### config.mk
export PLATFORM = sky130hd
export DESIGN_NAME = ipRxStack
export DESIGN_NICKNAME = d
export VERILOG_FILES = /design/src/hw/netTypesPkg.sv /design/src/hw/streamPkg.sv /design/src/hw/frameL2.sv /design/src/hw/frameL3.sv /design/src/hw/frameL4Udp.sv /design/src/hw/ipRxStack.sv
export VERILOG_INCLUDE_DIRS = /design/src /design/src/include
export SDC_FILE = /design/constraint.sdc
export NUM_CORES = 1
export LEC_CHECK = 0
export BUFFER_PORTS_ARGS = -buffer_cell sky130_fd_sc_hd__buf_2
export CAP_MARGIN = 20
export CORE_MARGIN = 2
export CORE_UTILIZATION = 45
export DETAILED_ROUTE_END_ITERATION = 12
export GPL_TIMING_DRIVEN = 1
export SKIP_CTS_REPAIR_TIMING = 1
export SYNTH_ARGS = -nofsm -noshare
export SYNTH_HDL_FRONTEND = slang
export SYNTH_HIERARCHICAL = 1
export SYNTH_SLANG_ARGS = --single-unit
### constraint.sdc
create_clock -name Clk -period 8.9 [get_ports Clk]
set_input_delay 1.78 -clock Clk [delete_from_list [all_inputs] [get_ports Clk]]
set_output_delay 1.78 -clock Clk [all_outputs]
set_load 0.02 [all_outputs]
### src/include/ipRx_consts.svh
`ifndef IPRX_CONSTS_SVH
`define IPRX_CONSTS_SVH

// Ethernet layer
`define ETH_HDR_LEN 14
`define ETHERTYPE_IPV4 16'h0800

// IPv4 protocol numbers
`define IP_PROTO_TCP 8'd6
`define IP_PROTO_UDP 8'd17

// UDP layer
`define UDP_HDR_LEN 8

// Cycles from a payload byte in to the same byte out
`define L2_LAT 1
`define L3_LAT 4
`define L4_LAT 1
`define STACK_LAT (`L2_LAT + `L3_LAT + `L4_LAT)

`endif

### src/hw/netTypesPkg.sv
`include "ipRx_consts.svh"

package netTypesPkg;

	typedef logic [47:0] macAddrT;
	typedef logic [31:0] ipAddrT;
	typedef logic [15:0] udpPortT;

	typedef enum logic [7:0]
	{
		PROTO_TCP = `IP_PROTO_TCP,
		PROTO_UDP = `IP_PROTO_UDP
	} ipProtoT;

	// Wide enough to sum a full IPv4 header without losing carries
	typedef logic [23:0] csumAccT;
	typedef logic [15:0] csumT;

	// One's complement fold with end-around carry
	function automatic csumT foldSum(csumAccT acc);
		logic [16:0] partial;
		partial = {1'b0, acc[15:0]} + {9'b0, acc[23:16]};
		return partial[15:0] + {15'b0, partial[16]};
	endfunction

endpackage

### src/hw/streamPkg.sv
package streamPkg;

	// One byte of the MAC stream
	typedef logic [7:0] dataByteT;

	// Byte counts and length fields
	typedef logic [15:0] frameLenT;

	// Transport carried by the IPv4 frame
	typedef enum logic [1:0]
	{
		L4_NONE = 2'd0,
		L4_UDP = 2'd1,
		L4_TCP = 2'd2
	} l4KindT;

endpackage

### src/hw/frameL2.sv
`timescale 1ns/1ps
`include "ipRx_consts.svh"

module frameL2
(
	input logic Clk,
	input logic rstN,
	input logic sofIn,
	input logic eofIn,
	input logic valIn,
	input logic errIn,
	input streamPkg::dataByteT dataIn,
	input netTypesPkg::macAddrT localMac,
	output logic sofOut,
	output logic eofOut,
	output logic valOut,
	output logic errOut,
	output streamPkg::dataByteT dataOut,
	output netTypesPkg::macAddrT remoteMac
);
	import netTypesPkg::*;
	import streamPkg::*;

	// 0 is idle, 14 is the first payload byte, 15 the rest
	logic [3:0] hdrCnt;
	logic [3:0] idx;
	logic hdrByte;
	logic payIn;
	macAddrT macShift;
	dataByteT localByte;
	logic macHit;
	logic bcastHit;
	logic accept;
	dataByteT typeHi;
	macAddrT srcShift;

	assign idx = sofIn ? 4'd0 : hdrCnt;
	assign hdrByte = valIn && (sofIn || (hdrCnt != 4'd0 && hdrCnt < 4'(`ETH_HDR_LEN)));
	assign payIn = valIn && !sofIn && (hdrCnt >= 4'(`ETH_HDR_LEN));

	// Local MAC byte lined up with the current header byte
	assign macShift = localMac << {idx, 3'b000};
	assign localByte = macShift[47:40];

	always_ff @(posedge Clk or negedge rstN)
	begin
		if (!rstN)
		begin
			hdrCnt <= '0;
			macHit <= 1'b0;
			bcastHit <= 1'b0;
			accept <= 1'b0;
			sofOut <= 1'b0;
			eofOut <= 1'b0;
			valOut <= 1'b0;
			errOut <= 1'b0;
			remoteMac <= '0;
		end
		else
		begin
			if (valIn && eofIn)
				hdrCnt <= '0;
			else if (valIn && sofIn)
				hdrCnt <= 4'd1;
			else if (valIn && hdrCnt != 4'd0 && hdrCnt != 4'(`ETH_HDR_LEN + 1))
				hdrCnt <= hdrCnt + 4'd1;

			if (hdrByte)
			begin
				case (idx)
					4'd0:
					begin
						macHit <= (dataIn == localByte);
						bcastHit <= (dataIn == 8'hFF);
						accept <= 1'b0;
					end
					4'd1, 4'd2, 4'd3, 4'd4, 4'd5:
					begin
						macHit <= macHit && (dataIn == localByte);
						bcastHit <= bcastHit && (dataIn == 8'hFF);
					end
					4'd13:
						accept <= (macHit || bcastHit) && ({typeHi, dataIn} == `ETHERTYPE_IPV4);
					default:
					begin
					end
				endcase
			end

			sofOut <= payIn && accept && (hdrCnt == 4'(`ETH_HDR_LEN));
			valOut <= payIn && accept;
			eofOut <= payIn && accept && eofIn;
			errOut <= payIn && accept && eofIn && errIn;

			if (payIn && accept && (hdrCnt == 4'(`ETH_HDR_LEN)))
				remoteMac <= srcShift;
		end
	end

	always_ff @(posedge Clk)
	begin
		dataOut <= dataIn;
		// Source MAC sits in bytes 6 to 11
		if (hdrByte && idx >= 4'd6 && idx <= 4'd11)
			srcShift <= {srcShift[39:0], dataIn};
		if (hdrByte && idx == 4'd12)
			typeHi <= dataIn;
	end

	// A new frame must not start inside the Ethernet header of the last one
	sofOutsideHeader: assert property (@(posedge Clk) disable iff (!rstN)
		(valIn && sofIn) |-> (hdrCnt == 4'd0 || hdrCnt >= 4'(`ETH_HDR_LEN)))
		else $error("frameL2: sof inside Ethernet header");

endmodule

### src/hw/frameL3.sv
`timescale 1ns/1ps

module frameL3
(
	input logic Clk,
	input logic rstN,
	input logic sofIn,
	input logic eofIn,
	input logic valIn,
	input logic errIn,
	input streamPkg::dataByteT dataIn,
	input netTypesPkg::ipAddrT localIp,
	input netTypesPkg::macAddrT remoteMacIn,
	output logic sofOut,
	output logic eofOut,
	output logic valOut,
	output logic errOut,
	output streamPkg::dataByteT dataOut,
	output logic frameOut,
	output netTypesPkg::macAddrT remoteMacOut,
	output netTypesPkg::ipAddrT remoteIp,
	output netTypesPkg::csumAccT pseudoSum,
	output logic isUdp,
	output logic isTcp
);
	import netTypesPkg::*;
	import streamPkg::*;

	frameLenT byteCnt;
	frameLenT idx;
	frameLenT totalLen;
	logic [5:0] hdrLen;
	logic inFrame;
	logic hdrByte;
	logic payIn;
	dataByteT prevByte;
	logic [15:0] inWord;
	csumAccT hdrAcc;
	csumAccT pAcc;
	ipAddrT srcShift;
	l4KindT l4Kind;
	logic ipHit;
	logic ipOk;
	logic csumBad;
	logic lenBad;

	// Input register plus two delay stages
	logic [2:0] sofD;
	logic [2:0] eofD;
	logic [2:0] valD;
	logic [2:0] errD;
	dataByteT dataD [3];

	assign idx = sofIn ? '0 : byteCnt;
	assign hdrByte = valIn && (sofIn || (inFrame && byteCnt < frameLenT'(hdrLen)));
	assign payIn = valIn && !sofIn && inFrame && (byteCnt >= frameLenT'(hdrLen));
	assign inWord = {prevByte, dataIn};

	// Checked while the eof beat sits in the input register
	assign csumBad = (foldSum(hdrAcc) != 16'hFFFF);
	assign lenBad = (byteCnt != totalLen);

	always_ff @(posedge Clk or negedge rstN)
	begin
		if (!rstN)
		begin
			byteCnt <= '0;
			hdrLen <= '0;
			inFrame <= 1'b0;
			hdrAcc <= '0;
			pAcc <= '0;
			totalLen <= '0;
			l4Kind <= L4_NONE;
			ipHit <= 1'b0;
			ipOk <= 1'b0;
			sofD <= '0;
			eofD <= '0;
			valD <= '0;
			errD <= '0;
			sofOut <= 1'b0;
			eofOut <= 1'b0;
			valOut <= 1'b0;
			errOut <= 1'b0;
			frameOut <= 1'b0;
			remoteMacOut <= '0;
			remoteIp <= '0;
			pseudoSum <= '0;
			isUdp <= 1'b0;
			isTcp <= 1'b0;
		end
		else
		begin
			if (valIn && sofIn)
			begin
				byteCnt <= 16'd1;
				hdrLen <= {dataIn[3:0], 2'b00};
				hdrAcc <= '0;
				// Pseudo-header starts at minus the header length
				pAcc <= -csumAccT'({dataIn[3:0], 2'b00});
			end
			else if (valIn)
				byteCnt <= byteCnt + 16'd1;

			if (valIn && eofIn)
				inFrame <= 1'b0;
			else if (valIn && sofIn)
				inFrame <= 1'b1;

			// Header words end on odd byte offsets
			if (hdrByte && idx[0])
				hdrAcc <= hdrAcc + csumAccT'(inWord);

			if (hdrByte)
			begin
				case (idx)
					16'd3:
					begin
						totalLen <= inWord;
						pAcc <= pAcc + csumAccT'(inWord);
					end
					16'd9:
					begin
						l4Kind <= (dataIn == PROTO_UDP) ? L4_UDP :
							(dataIn == PROTO_TCP) ? L4_TCP : L4_NONE;
						pAcc <= pAcc + csumAccT'(dataIn);
					end
					16'd13, 16'd15:
						pAcc <= pAcc + csumAccT'(inWord);
					16'd16:
						ipHit <= (dataIn == localIp[31:24]);
					16'd17:
					begin
						pAcc <= pAcc + csumAccT'(inWord);
						ipHit <= ipHit && (dataIn == localIp[23:16]);
					end
					16'd18:
						ipHit <= ipHit && (dataIn == localIp[15:8]);
					16'd19:
					begin
						pAcc <= pAcc + csumAccT'(inWord);
						// Subnet broadcast also accepted
						ipOk <= ipHit && (dataIn == localIp[7:0] || dataIn == 8'hFF);
					end
					default:
					begin
					end
				endcase
			end

			sofD <= {sofD[1:0], payIn && (byteCnt == frameLenT'(hdrLen))};
			valD <= {valD[1:0], payIn};
			eofD <= {eofD[1:0], payIn && eofIn};
			errD[0] <= payIn && eofIn && errIn;
			errD[1] <= errD[0] || (eofD[0] && (lenBad || csumBad));
			errD[2] <= errD[1];

			// Output stage gated by the IP match
			sofOut <= sofD[2] && ipOk;
			valOut <= valD[2] && ipOk;
			eofOut <= eofD[2] && ipOk;
			errOut <= errD[2] && ipOk;

			if (sofD[2] && ipOk)
			begin
				frameOut <= 1'b1;
				remoteMacOut <= remoteMacIn;
				remoteIp <= srcShift;
				pseudoSum <= pAcc;
				isUdp <= (l4Kind == L4_UDP);
				isTcp <= (l4Kind == L4_TCP);
			end
			else if (eofOut)
				frameOut <= 1'b0;
		end
	end

	always_ff @(posedge Clk)
	begin
		if (valIn)
			prevByte <= dataIn;
		if (hdrByte && idx >= 16'd12 && idx <= 16'd15)
			srcShift <= {srcShift[23:0], dataIn};
		dataD[0] <= dataIn;
		dataD[1] <= dataD[0];
		dataD[2] <= dataD[1];
		dataOut <= dataD[2];
	end

	// Payload beats only inside an accepted frame
	valInsideFrame: assert property (@(posedge Clk) disable iff (!rstN)
		valOut |-> frameOut)
		else $error("frameL3: valOut outside frame");

endmodule

### src/hw/frameL4Udp.sv
`timescale 1ns/1ps
`include "ipRx_consts.svh"

module frameL4Udp
(
	input logic Clk,
	input logic rstN,
	input logic sofIn,
	input logic eofIn,
	input logic valIn,
	input logic errIn,
	input streamPkg::dataByteT dataIn,
	input logic isUdp,
	input netTypesPkg::csumAccT pseudoSum,
	input netTypesPkg::udpPortT localPort,
	output logic sofOut,
	output logic eofOut,
	output logic valOut,
	output logic errOut,
	output streamPkg::dataByteT dataOut,
	output netTypesPkg::udpPortT remotePort,
	output streamPkg::frameLenT udpLen
);
	import netTypesPkg::*;
	import streamPkg::*;

	// 0 is idle, 8 is the first payload byte, 9 the rest
	logic [3:0] hdrCnt;
	logic byteOdd;
	logic oddNow;
	logic payIn;
	logic firstPay;
	logic accept;
	dataByteT prevByte;
	logic [15:0] inWord;
	logic [15:0] addWord;
	csumT acc;
	csumT accNext;
	csumT csumTx;
	udpPortT srcPort;
	frameLenT lenReg;
	logic csumBad;

	assign oddNow = !sofIn && byteOdd;
	assign inWord = {prevByte, dataIn};
	assign payIn = valIn && !sofIn && (hdrCnt >= 4'(`UDP_HDR_LEN));
	assign firstPay = (hdrCnt == 4'(`UDP_HDR_LEN));

	// Odd trailing byte is padded with zero
	assign addWord = oddNow ? inWord : (eofIn ? {dataIn, 8'h00} : 16'h0000);
	assign accNext = foldSum(csumAccT'(acc) + csumAccT'(addWord));

	// Zero on the wire means the sender skipped the checksum
	assign csumBad = (csumTx != '0) && (accNext != 16'hFFFF);

	always_ff @(posedge Clk or negedge rstN)
	begin
		if (!rstN)
		begin
			hdrCnt <= '0;
			byteOdd <= 1'b0;
			accept <= 1'b0;
			acc <= '0;
			csumTx <= '0;
			sofOut <= 1'b0;
			eofOut <= 1'b0;
			valOut <= 1'b0;
			errOut <= 1'b0;
			remotePort <= '0;
			udpLen <= '0;
		end
		else
		begin
			if (valIn && eofIn)
				hdrCnt <= '0;
			else if (valIn && sofIn)
				hdrCnt <= 4'd1;
			else if (valIn && hdrCnt != 4'd0 && hdrCnt != 4'(`UDP_HDR_LEN + 1))
				hdrCnt <= hdrCnt + 4'd1;

			if (valIn)
			begin
				byteOdd <= sofIn ? 1'b1 : !byteOdd;
				acc <= sofIn ? foldSum(pseudoSum) : accNext;
			end

			if (valIn && sofIn)
				accept <= 1'b0;
			else if (valIn && hdrCnt == 4'd3)
				accept <= isUdp && (inWord == localPort);

			if (valIn && !sofIn && hdrCnt == 4'd7)
				csumTx <= inWord;

			sofOut <= payIn && accept && firstPay;
			valOut <= payIn && accept;
			eofOut <= payIn && accept && eofIn;
			errOut <= payIn && accept && eofIn && (errIn || csumBad);

			if (payIn && accept && firstPay)
			begin
				remotePort <= srcPort;
				udpLen <= lenReg;
			end
		end
	end

	always_ff @(posedge Clk)
	begin
		if (valIn)
			prevByte <= dataIn;
		if (valIn && !sofIn && hdrCnt == 4'd1)
			srcPort <= inWord;
		if (valIn && !sofIn && hdrCnt == 4'd5)
			lenReg <= inWord;
		dataOut <= dataIn;
	end

	// A new datagram starts only after the last one ended
	sofBetweenFrames: assert property (@(posedge Clk) disable iff (!rstN)
		(valIn && sofIn) |-> (hdrCnt == 4'd0))
		else $error("frameL4Udp: sof inside a datagram");

endmodule

### src/hw/ipRxStack.sv
`timescale 1ns/1ps

module ipRxStack
(
	input logic Clk,
	input logic rstN,
	input logic sofIn,
	input logic eofIn,
	input logic valIn,
	input logic errIn,
	input streamPkg::dataByteT dataIn,
	input netTypesPkg::macAddrT localMac,
	input netTypesPkg::ipAddrT localIp,
	input netTypesPkg::udpPortT localPort,
	output logic sofOut,
	output logic eofOut,
	output logic valOut,
	output logic errOut,
	output streamPkg::dataByteT dataOut,
	output netTypesPkg::macAddrT remoteMac,
	output netTypesPkg::ipAddrT remoteIp,
	output netTypesPkg::udpPortT remotePort,
	output streamPkg::frameLenT udpLen
);
	import netTypesPkg::*;
	import streamPkg::*;

	// Ethernet to IPv4
	logic l2Sof;
	logic l2Eof;
	logic l2Val;
	logic l2Err;
	dataByteT l2Data;
	macAddrT l2Mac;

	// IPv4 to UDP
	logic l3Sof;
	logic l3Eof;
	logic l3Val;
	logic l3Err;
	dataByteT l3Data;
	logic l3IsUdp;
	csumAccT l3PseudoSum;

	frameL2 l2_i
	(
		.Clk(Clk),
		.rstN(rstN),
		.sofIn(sofIn),
		.eofIn(eofIn),
		.valIn(valIn),
		.errIn(errIn),
		.dataIn(dataIn),
		.localMac(localMac),
		.sofOut(l2Sof),
		.eofOut(l2Eof),
		.valOut(l2Val),
		.errOut(l2Err),
		.dataOut(l2Data),
		.remoteMac(l2Mac)
	);

	frameL3 l3_i
	(
		.Clk(Clk),
		.rstN(rstN),
		.sofIn(l2Sof),
		.eofIn(l2Eof),
		.valIn(l2Val),
		.errIn(l2Err),
		.dataIn(l2Data),
		.localIp(localIp),
		.remoteMacIn(l2Mac),
		.sofOut(l3Sof),
		.eofOut(l3Eof),
		.valOut(l3Val),
		.errOut(l3Err),
		.dataOut(l3Data),
		.frameOut(),
		.remoteMacOut(remoteMac),
		.remoteIp(remoteIp),
		.pseudoSum(l3PseudoSum),
		.isUdp(l3IsUdp),
		.isTcp()
	);

	// TCP frames end here since only UDP passes layer 4
	frameL4Udp l4_i
	(
		.Clk(Clk),
		.rstN(rstN),
		.sofIn(l3Sof),
		.eofIn(l3Eof),
		.valIn(l3Val),
		.errIn(l3Err),
		.dataIn(l3Data),
		.isUdp(l3IsUdp),
		.pseudoSum(l3PseudoSum),
		.localPort(localPort),
		.sofOut(sofOut),
		.eofOut(eofOut),
		.valOut(valOut),
		.errOut(errOut),
		.dataOut(dataOut),
		.remotePort(remotePort),
		.udpLen(udpLen)
	);

endmodule

==> run_results.csv, run 1 <==
group,metric,value,unit
run_status,status,"finished, final reports clean",
route,drtPass1Iterations,5,
worst_setup_path,worst-path-buf-inv,2,
cells_and_area,fin_nets,2715,
worst_setup_path,critPathMaxFanout,33,
route,vias_per_cell,5.50,
cells_and_area,fill_cells,5023,
global_route,grt.total_usage,21.8,%
cts,clockRootBuffer,"clkbuf_16",
global_route,grt_max_degree,174,
timing,slew_headroom,19.5,%
worst_setup_path,cp_data_arrival_time,6970,ps
place,post_dp_cell_area,27600,µm²
floorplanning,ios,234,
timing,rsz0062_at_grt,"false",
global_route,busiest_layer,"met2",
global_route,grt_pass1_wl,102000,µm
logic_synthesis,synth.cell_area,25700,µm²
global_route,antenna_found_initial,4,
floorplanning,die_area,59100,µm²
worst_setup_path,r2r_slack,2350,ps
route,drt_iter0_markers,1294,
logic_synthesis,syn-instance-count,2292,
place,io_buffer_count,233,
route,via_count,18200,
worst_setup_path,reg2reg_depth,26,
timing,max_slew.worst_pin.slew,1180,ps
timing,slew_violations,0,
place,routabilityCongestion,0.881,
cells_and_area,drive_gt1_share,22.4,%
floorplanning,core-area,56400,µm²
route,routed_wl,64800,µm
cells_and_area,final_area,29600,µm²
worst_setup_path,cp_slowest_cell,"xor2_1",
power,worst_ir_drop_vdd,0.209,mV
route,drc,0,
worst_setup_path,cp-end-kind,"register",
worst_setup_path,required,9330,ps
global_route,grt-ovfl-total,0,
job,cap_violations,0,
cells_and_area,area_delta_synth_final,15.0,%
place,dp.final_hpwl,45800,µm
cts,numCtsBuffers,55,
global_route,met1_usage,30.9,%
cts,cts_max_level,2,
floorplanning,die_w,243,µm
worst_setup_path,crit_type,"reg2reg",
timing,period_share,73.6,%
cts,clkTransAtPathRegs,60,ps
floorplanning,dieHeight,243,µm
cts,tritoncts,"yes",
logic_synthesis,yosysWarningCount,6,
power,p_leak,13.6,nW
timing,setup_viol,0,
worst_setup_path,startpoint,"l3_i/sofOut$_DFF_PN0_",
worst_setup_path,critical_path.endpoint,"l4_i/errOut$_DFF_PN0_",
cts,clock-sinks,527,
worst_setup_path,start_kind,"register",
route,ant_nets,0,
timing,finalSetupTns,0,ps
global_route,grt_pass1_vias,18000,
worst_setup_path,cp.depth,26,
worst_hold_path,hold_path.class,"reg2reg",
worst_setup_path,rr_startpoint,"l3_i/sofOut$_DFF_PN0_",
global_route,grt_use_met2,35.2,%
worst_setup_path,crit_family,"simple AND/OR/NAND/NOR gates",
cells_and_area,final_common_cell,"dfrtp_1",
cells_and_area,most-common-layout-cells,"dfrtp_1, nand2_1, buf_2",
timing,hold_violations,0,
power,power_density,181,nW/µm²
cts,clk_latency,600,ps
timing,fmax,0.153,GHz
worst_setup_path,r2r-end,"l4_i/errOut$_DFF_PN0_",
route,drt-wirelength-per-cell,19.5,µm
floorplanning,start_util,45.6,%
power,p_total,5.34,mW
cells_and_area,post-route-util,52.4,%
cts,clk_path_buf_depth,3,
floorplanning,fp-row-count,87,
worst_setup_path,cp_slowest_stage_delay,520,ps
global_route,gr-usage-met3,2.87,%
logic_synthesis,synth.net_count,2498,
logic_synthesis,avgSynthCellArea,11.2,µm²
timing,finalClockSkew,19.3,ps
timing,period_minus_slack,6550,ps
[area by class of cell]
cell class / count / area (µm²) / area share [%]
inverters: 62 / 234 / 0.791
repair buffers: 257 / 1390 / 4.70
flip-flops and latches: 527 / 13600 / 46.1
well taps: 756 / 946 / 3.20
multi-input cells: 1606 / 11400 / 38.5
clock inverters: 32 / 415 / 1.40
clock buffers: 72 / 1560 / 5.29
diodes: 1 / 2.50 / 0.00846
[power by group]
part | internal [mW] | switching, mW
sequential | 2.50 | 0.0171
clock | 1.48 | 0.968
combinational | 0.143 | 0.240
[per-stage QoR]
stage,hold WS [ps],setup slack [ps],std cells
after floorplan,310,3480,2292
after global placement,312,2450,3207
after detailed placement,312,2420,3208
after CTS,306,2360,3312
after global routing,310,1690,3313
final,311,2350,3313
[worst min path at each step]
| stage | from | depth (start not counted) | endpoint |
|---|---|---|---|
| floorplan | l3_i/dataD[0][0]$_DFF_P_ | 0 | l3_i/dataD[1][0]$_DFF_P_ |
| global placement | l3_i/dataD[2][7]$_DFF_P_ | 0 | l3_i/dataOut[7]$_DFF_P_ |
| detailed placement | l3_i/dataD[2][3]$_DFF_P_ | 0 | l3_i/dataOut[3]$_DFF_P_ |
| CTS | l3_i/dataD[0][1]$_DFF_P_ | 0 | l3_i/dataD[1][1]$_DFF_P_ |
| global route | l3_i/dataD[0][1]$_DFF_P_ | 0 | l3_i/dataD[1][1]$_DFF_P_ |
| finish | l3_i/dataD[2][6]$_DFF_P_ | 0 | l3_i/dataOut[6]$_DFF_P_ |
[layer usage]
layer  share of wire (%)  vias to the layer above
met5                   0                        -
met4                 2.2                        0
met3                 4.6                       89
met2                  47                      468
met1                  46                     8984
li1                    -                     8692
[worst reg2reg max path, stage by stage (launching register included)]
cell and delay (ps):
dfrtp_1 320, buf_4 320, nor2b_1 90, buf_4 210, and2_1 180, ha_1 230
fa_1 430, a211o_1 310, a41o_1 330, xor2_1 520, nand3_2 210, nor3_2 360
nand2_1 170, nor4b_1 340, nand2_1 100, nor3_1 320, ha_1 230, ha_1 230
nand2_1 90, o21ai_0 170, a221oi_1 100, nor3_1 320, nand4_1 140, nor2_1 120
nand4_1 100, nor4b_2 280, a41oi_1 140
[registers in the layout (all words and copies together) (netlist names), 8 cells and up]
name / count
l3_i/remoteIp: 32
l4_i/dataOut: 8
l3_i/pseudoSum: 24
l3_i/remoteMacOut: 48
l4_i/lenReg: 16
l4_i/prevByte: 8
l3_i/prevByte: 8
l2_i/srcShift: 48
l3_i/pAcc: 24
l4_i/remotePort: 16
l4_i/acc: 16
l4_i/srcPort: 16
l2_i/remoteMac: 48
l3_i/totalLen: 16
l3_i/hdrAcc: 24
l3_i/byteCnt: 16
l2_i/typeHi: 8
l3_i/dataOut: 8
l3_i/dataD: 24
l2_i/dataOut: 8
l4_i/udpLen: 16
l3_i/srcShift: 32
l4_i/csumTx: 16
Power figures use the tool's default switching activity.
==> run 2, diff against run 1 <==
Settings changed: PLACE_DENSITY set to 0.66.
Clock period 8.9 ns to 5.7 ns, I/O delays scaled along.
==> run 2 against run 1 <==
Against the previous run: design area is 0.38% higher; non-clock buffer count is 31 higher; first-iteration DRC count is 0.62% higher; count of clock-buffer cells in the layout is 3 higher; highest routed layer unchanged; via count is 1.6% higher; die area stayed put; largest power group unchanged; sequential share of layout area is 0.17 points lower; largest cell class unchanged; clock skew is 0.59 ps higher.
==> run_results.csv, run 2 (synthesis gave the netlist of run 1 again) <==
group,metric,value,unit
run_status,status,"finished, final reports clean",
floorplanning,die_w,243,µm
timing,slew_headroom,32.8,%
global_route,grt.total_usage,21.6,%
worst_setup_path,crit_type,"reg2reg",
place,routabilityCongestion,0.895,
cells_and_area,fill_cells,4978,
route,ant_nets,0,
power,worst_ir_drop_vdd,0.256,mV
route,drc,0,
power,p_leak,13.7,nW
cts,numCtsBuffers,53,
worst_setup_path,critPathMaxFanout,4,
worst_setup_path,cp_slowest_stage_delay,370,ps
global_route,grt_pass1_vias,18200,
worst_setup_path,required,6130,ps
route,vias_per_cell,5.54,
cts,clock-sinks,527,
floorplanning,ios,234,
cts,clk_latency,610,ps
route,drtPass1Iterations,6,
floorplanning,core-area,56400,µm²
worst_setup_path,crit_top_cell,"ha_1",
timing,period_minus_slack,5430,ps
worst_setup_path,startpoint,"l4_i/byteOdd$_DFFE_PN0P_",
timing,period_share,95.3,%
timing,finalClockSkew,19.9,ps
route,met3WireLength,3070,µm
floorplanning,dieHeight,243,µm
route,met1_length,29000,µm
cells_and_area,final_common_cell,"dfrtp_1",
place,post_dp_cell_area,27800,µm²
power,power_density,270,nW/µm²
timing,hold_violations,0,
power,p_total,8.00,mW
cells_and_area,drive_gt1_share,23.7,%
cells_and_area,area_delta_synth_final,15.4,%
worst_setup_path,cp_data_arrival_time,5870,ps
place,dp.final_hpwl,45600,µm
cts,tritoncts,"yes",
cells_and_area,reg_top3,"l2_i/remoteMac (48), l2_i/srcShift (48), l3_i/remoteMacOut (48)",
route,routed_wl,64700,µm
worst_setup_path,cp-end-kind,"register",
floorplanning,start_util,45.6,%
worst_setup_path,crit_family,"compound AO/OA/AOI/OAI gates",
job,cap_violations,0,
worst_setup_path,cp_slowest_cell,"dfrtp_1",
cells_and_area,most-common-layout-cells,"dfrtp_1, nand2_1, buf_2",
route,wl_met2,31300,µm
route,drt_iter0_markers,1302,
cts,clkTransAtPathRegs,60,ps
worst_setup_path,start_kind,"register",
place,io_buffer_count,233,
worst_hold_path,worstHoldStart,"l3_i/dataD[1][5]$_DFF_P_",
worst_setup_path,worst-path-buf-inv,0,
route,highest_layer,"met4",
timing,fmax,0.184,GHz
route,drt-wirelength-per-cell,19.4,µm
cells_and_area,fin_nets,2744,
cts,cts_max_level,2,
worst_hold_path,hold_path.class,"reg2reg",
route,via_count,18500,
global_route,antenna_found_initial,0,
timing,slew_violations,0,
floorplanning,die_area,59100,µm²
cts,clk_path_buf_depth,3,
floorplanning,fp-row-count,87,
global_route,grt_pass1_wl,102000,µm
cts,clockRootBuffer,"clkbuf_16",
timing,max_slew.worst_pin.slew,983,ps
cells_and_area,final_area,29700,µm²
worst_setup_path,rr_startpoint,"l4_i/byteOdd$_DFFE_PN0P_",
global_route,grt-ovfl-total,0,
global_route,grt_max_degree,161,
timing,setup_viol,0,
[run 2: cell types whose count changed in the layout (fill, tap and decap cells not counted), moves of 3 or more]
cell,delta
bufinv_16,-7
clkbuf_1,+3
buf_12,+3
clkinvlp_4,-3
ha_2,+6
buf_4,+29
ha_1,-6
[run 2: final timing paths]
path                            slack (ps)  cells past startpoint                        to
worst min register to register         320                      0  l3_i/dataD[2][5]$_DFF_P_
min in group asynchronous              450                      1  l4_i/acc[14]$_DFFE_PN0P_
worst min-delay path                   320                      0  l3_i/dataD[2][5]$_DFF_P_
max in group asynchronous             4040                      2     l2_i/sofOut$_DFF_PN0_
worst max-delay path                   270                     27     l4_i/errOut$_DFF_PN0_
worst max register to register         270                     27     l4_i/errOut$_DFF_PN0_
[run 2: final cells by class]
type,instances,area (µm²),share of cell area (%)
diodes,1,2.50,0.00843
inverters,62,234,0.788
flip-flops and latches,527,13600,45.9
clock inverters,25,205,0.691
clock buffers,75,1560,5.27
multi-input cells,1606,11500,38.6
well taps,756,946,3.19
repair buffers,288,1640,5.52
[run 2: per-layer routing]
| layer | track usage [%] | up-vias |
|---|---|---|
| li1 | - | 8764 |
| met1 | 29.5 | 9185 |
| met2 | 35.9 | 478 |
| met3 | 3.16 | 89 |
| met4 | 6.24 | 0 |
| met5 | 0 | - |
[run 2: through the flow]
stage | TNS (ps) | hold WS, ps | setup WS [ps] | std cells | utilization [%]
6_report | 0 | 323 | 266 | 3340 | 52.6
4_1_cts | -28.4 | 317 | -28.4 | 3332 | 52.4
2_1_floorplan | 0 | 310 | 283 | 2292 | -
3_3_place_gp | 0 | 312 | 77.6 | 3231 | 49.2
5_1_grt | -20.4 | 329 | -20.4 | 3339 | 52.6
3_5_place_dp | 0 | 312 | 10.2 | 3232 | 49.3
[run 2: power by group]
part	switching (mW)	total, mW	leakage, nW	internal (mW)
Clock	1.49	3.47	0.886	1.98
Sequential	0.0202	3.92	6.41	3.90
Combinational	0.390	0.618	6.44	0.228
Total	1.90	8.00	13.7	6.10
==> run 3, diff against run 2 <==
Settings changed: SYNTH_HIERARCHICAL 1 to not set.
==> run 3 against run 2 <==
Against the previous run: via count down 5.0%; register-to-register slack better by 96 ps; total power down 1.9%; first-iteration DRC count down 14%; clock skew up 6.3 ps; global-route usage down 0.62 points; sequential cell count unchanged; non-clock buffer count unchanged; worst setup slack better by 96 ps; count of clock-buffer cells in the layout down 4; critical path type unchanged.
==> run_results.csv, run 3 <==
group,metric,value,unit
run_status,status,"finished, final reports clean",
power,switching_share,23.5,%
logic_synthesis,yosysSeqAreaShare,54.3,%
logic_synthesis,synth_ff_type,"dfrtp_1",
logic_synthesis,synth.net_count,2404,
place,io_buffer_count,233,
worst_setup_path,crit_type,"reg2reg",
cells_and_area,most-common-layout-cells,"dfrtp_1, nand2_1, buf_2",
route,via_count,17600,
cells_and_area,drive_gt1_share,24.4,%
worst_setup_path,start_kind,"register",
logic_synthesis,ys_ff_latch,527,
route,drt_iter0_markers,1121,
worst_setup_path,cp_data_arrival_time,5780,ps
cells_and_area,multi_input_area,11000,µm²
power,p_sw,1.85,mW
power,pwr-share-comb,6.2,%
cells_and_area,reg_top3,"l2_i.remoteMac (48), l2_i.srcShift (48), l3_i.remoteMacOut (48)",
route,routed_wl,61100,µm
global_route,grt_max_degree,140,
cts,clk_latency,610,ps
cts,clockRootBuffer,"clkbuf_16",
power,p_total,7.85,mW
power,pwr-share-seq,50.5,%
timing,setup_viol,0,
cts,clk_path_buf_depth,3,
timing,fmax,0.187,GHz
cells_and_area,diodes,0,
power,worst_ir_drop_vdd,0.242,mV
logic_synthesis,synthArstFlopShare,65.1,%
cts,tritoncts,"yes",
power,power_density,270,nW/µm²
floorplanning,die_area,57600,µm²
place,dp.final_hpwl,43400,µm
cts,numCtsBuffers,55,
cts,clkTransAtPathRegs,60,ps
floorplanning,fp-row-count,86,
logic_synthesis,synth-edff-count,136,
worst_hold_path,hold_path.class,"reg2reg",
job,cap_violations,0,
place,dp_cells,3148,
power,clkPwrFrac,43.4,%
logic_synthesis,yosysMostFrequentCell,"dfrtp_1",
logic_synthesis,yosysWarningCount,0,
worst_setup_path,startpoint,"l4_i.byteOdd$_DFFE_PN0P_",
global_route,gr-usage-met3,2.96,%
global_route,grt_pass1_wl,95100,µm
logic_synthesis,syn-instance-count,2198,
cells_and_area,layout.cells.non_filler,3254,
floorplanning,start_util,45.5,%
global_route,antenna_found_initial,2,
cells_and_area,area_delta_synth_final,16.0,%
global_route,grt-ovfl-total,0,
place,routabilityCongestion,0.881,
global_route,met1_usage,27.3,%
power,p_leak,13.5,nW
route,vias_per_cell,5.40,
floorplanning,core-area,55100,µm²
logic_synthesis,netlist.area_leader.share,34.2,%
timing,setup_ws,362,ps
power,p_int,6.00,mW
floorplanning,die_w,240,µm
logic_synthesis,synthTopCellsByArea,"dfrtp_1, edfxtp_1, mux2_2",
worst_setup_path,critPathMaxFanout,7,
global_route,grt_use_met2,35.6,%
place,pre_cts_ws,-64.5,ps
logic_synthesis,synth.cell_area,25100,µm²
worst_setup_path,r2r-end,"l4_i.errOut$_DFF_PN0_",
logic_synthesis,avgSynthCellArea,11.4,µm²
timing,period_minus_slack,5340,ps
floorplanning,dieHeight,240,µm
worst_setup_path,rr_startpoint,"l4_i.byteOdd$_DFFE_PN0P_",
timing,period_share,93.6,%
timing,finalClockSkew,26.2,ps
worst_setup_path,reg2reg_depth,26,
route,drc,0,
route,ant_nets,0,
worst_setup_path,cp-end-kind,"register",
cells_and_area,fill_cells,4780,
timing,slew_violations,0,
cells_and_area,regArea,13600,µm²
logic_synthesis,synth_top_cell_by_area,"dfrtp_1",
logic_synthesis,synthTopCellsByCount,"dfrtp_1, nand2_1, mux2_2",
global_route,grt_pass1_vias,17500,
global_route,busiest_layer,"met2",
worst_setup_path,required,6140,ps
cts,clock-sinks,527,
logic_synthesis,synth.distinct_cells,104,
worst_setup_path,critical_path.endpoint,"l4_i.errOut$_DFF_PN0_",
timing,max_slew.worst_pin.slew,932,ps
route,drtPass1Iterations,5,
global_route,grt.total_usage,21.0,%
timing,slew_headroom,37.9,%
timing,hold_violations,0,
cts,cts_max_level,2,
worst_setup_path,r2r_slack,360,ps
cells_and_area,final_common_cell,"dfrtp_1",
route,drt-wirelength-per-cell,18.8,µm
cells_and_area,fin_nets,2665,
floorplanning,ios,234,
## run 3: cell types whose count changed in the layout (fill, tap and decap cells not counted), moves of 13 or more
cell and change:
nand2_1 -13, nor2_1 +13, nor3_1 -17, mux2i_1 -16
## run 3: cells by family (layout without fill, tap and decap cells)
| logic type | after synthesis | after routing | synth area share, % |
|---|---|---|---|
| flops | 527 | 527 | 54.3 |
| buf+inv | 136 | 444 | 2.13 |
| compound gates | 372 | 372 | 10.1 |
| mux | 209 | 209 | 9.28 |
| fa+ha+maj | 96 | 96 | 4.94 |
| simple gates | 690 | 690 | 13.2 |
| xor+xnor | 168 | 168 | 6.00 |
## run 3: worst min-delay path by stage
stage / cells past startpoint / end / start / slack [ps]
3_5_place_dp: 0 / l3_i.dataD[1][5]$_DFF_P_ / l3_i.dataD[0][5]$_DFF_P_ / 310
6_report: 0 / l3_i.dataD[2][5]$_DFF_P_ / l3_i.dataD[1][5]$_DFF_P_ / 310
3_3_place_gp: 0 / l3_i.dataD[1][1]$_DFF_P_ / l3_i.dataD[0][1]$_DFF_P_ / 310
5_1_grt: 0 / l3_i.dataD[2][5]$_DFF_P_ / l3_i.dataD[1][5]$_DFF_P_ / 300
2_1_floorplan: 0 / l3_i.dataD[1][0]$_DFF_P_ / l3_i.dataD[0][0]$_DFF_P_ / 310
4_1_cts: 0 / l3_i.dataD[2][5]$_DFF_P_ / l3_i.dataD[1][5]$_DFF_P_ / 300
## run 3: layout make-up
cell class              count  area share [%]
flip-flops and latches    527            46.8
repair buffers            288            5.50
inverters                  52           0.675
multi-input cells        1535            37.8
clock inverters            33           0.955
well taps                 748            3.22
clock buffers              71            4.97
## run 3: layer usage
layer | wire length [µm] | part of all wire (%)
met1 | 26200 | 43
met2 | 30100 | 49
met3 | 2720 | 4.4
met4 | 2140 | 3.5
met5 | 13 | 0.021
## run 3: stage by stage
stage | util, % | area, µm² | hold slack, ps | TNS, ps
after global placement | 49.5 | 27300 | 312 | 0
after CTS | 52.6 | 29000 | 296 | -79.7
after floorplan | - | 25100 | 310 | 0
after detailed placement | 49.5 | 27300 | 312 | -64.5
final | 52.8 | 29100 | 306 | 0
after global routing | 52.8 | 29100 | 301 | -12.1
## run 3: critical path, cell delays in order, from the launching register on
cell and delay, ps:
dfrtp_1 380, nor2b_2 170, buf_4 160, and2_1 150
ha_1 200, buf_4 170, a211oi_4 300, o211ai_4 150
a211oi_4 290, o31ai_1 120, a21oi_1 190, nor2b_1 80
o21ai_1 120, nand2b_1 110, ha_2 210, ha_1 200
and2_2 240, nand2_4 100, nor4_4 50, ha_1 230
ha_1 220, xnor2_1 150, or4_1 500, nor4_2 280
nand2_1 100, nor4_2 150, a41oi_1 150
## run 3: power groups by stage
stage               logic [mW]  clock network (mW)  registers (mW)
global route             0.538                3.64            3.97
CTS                      0.486                3.49            3.96
finish                   0.483                3.41            3.96
floorplan                0.328                   0            3.99
global placement         0.472                   0            4.03
detailed placement       0.484                   0            4.04
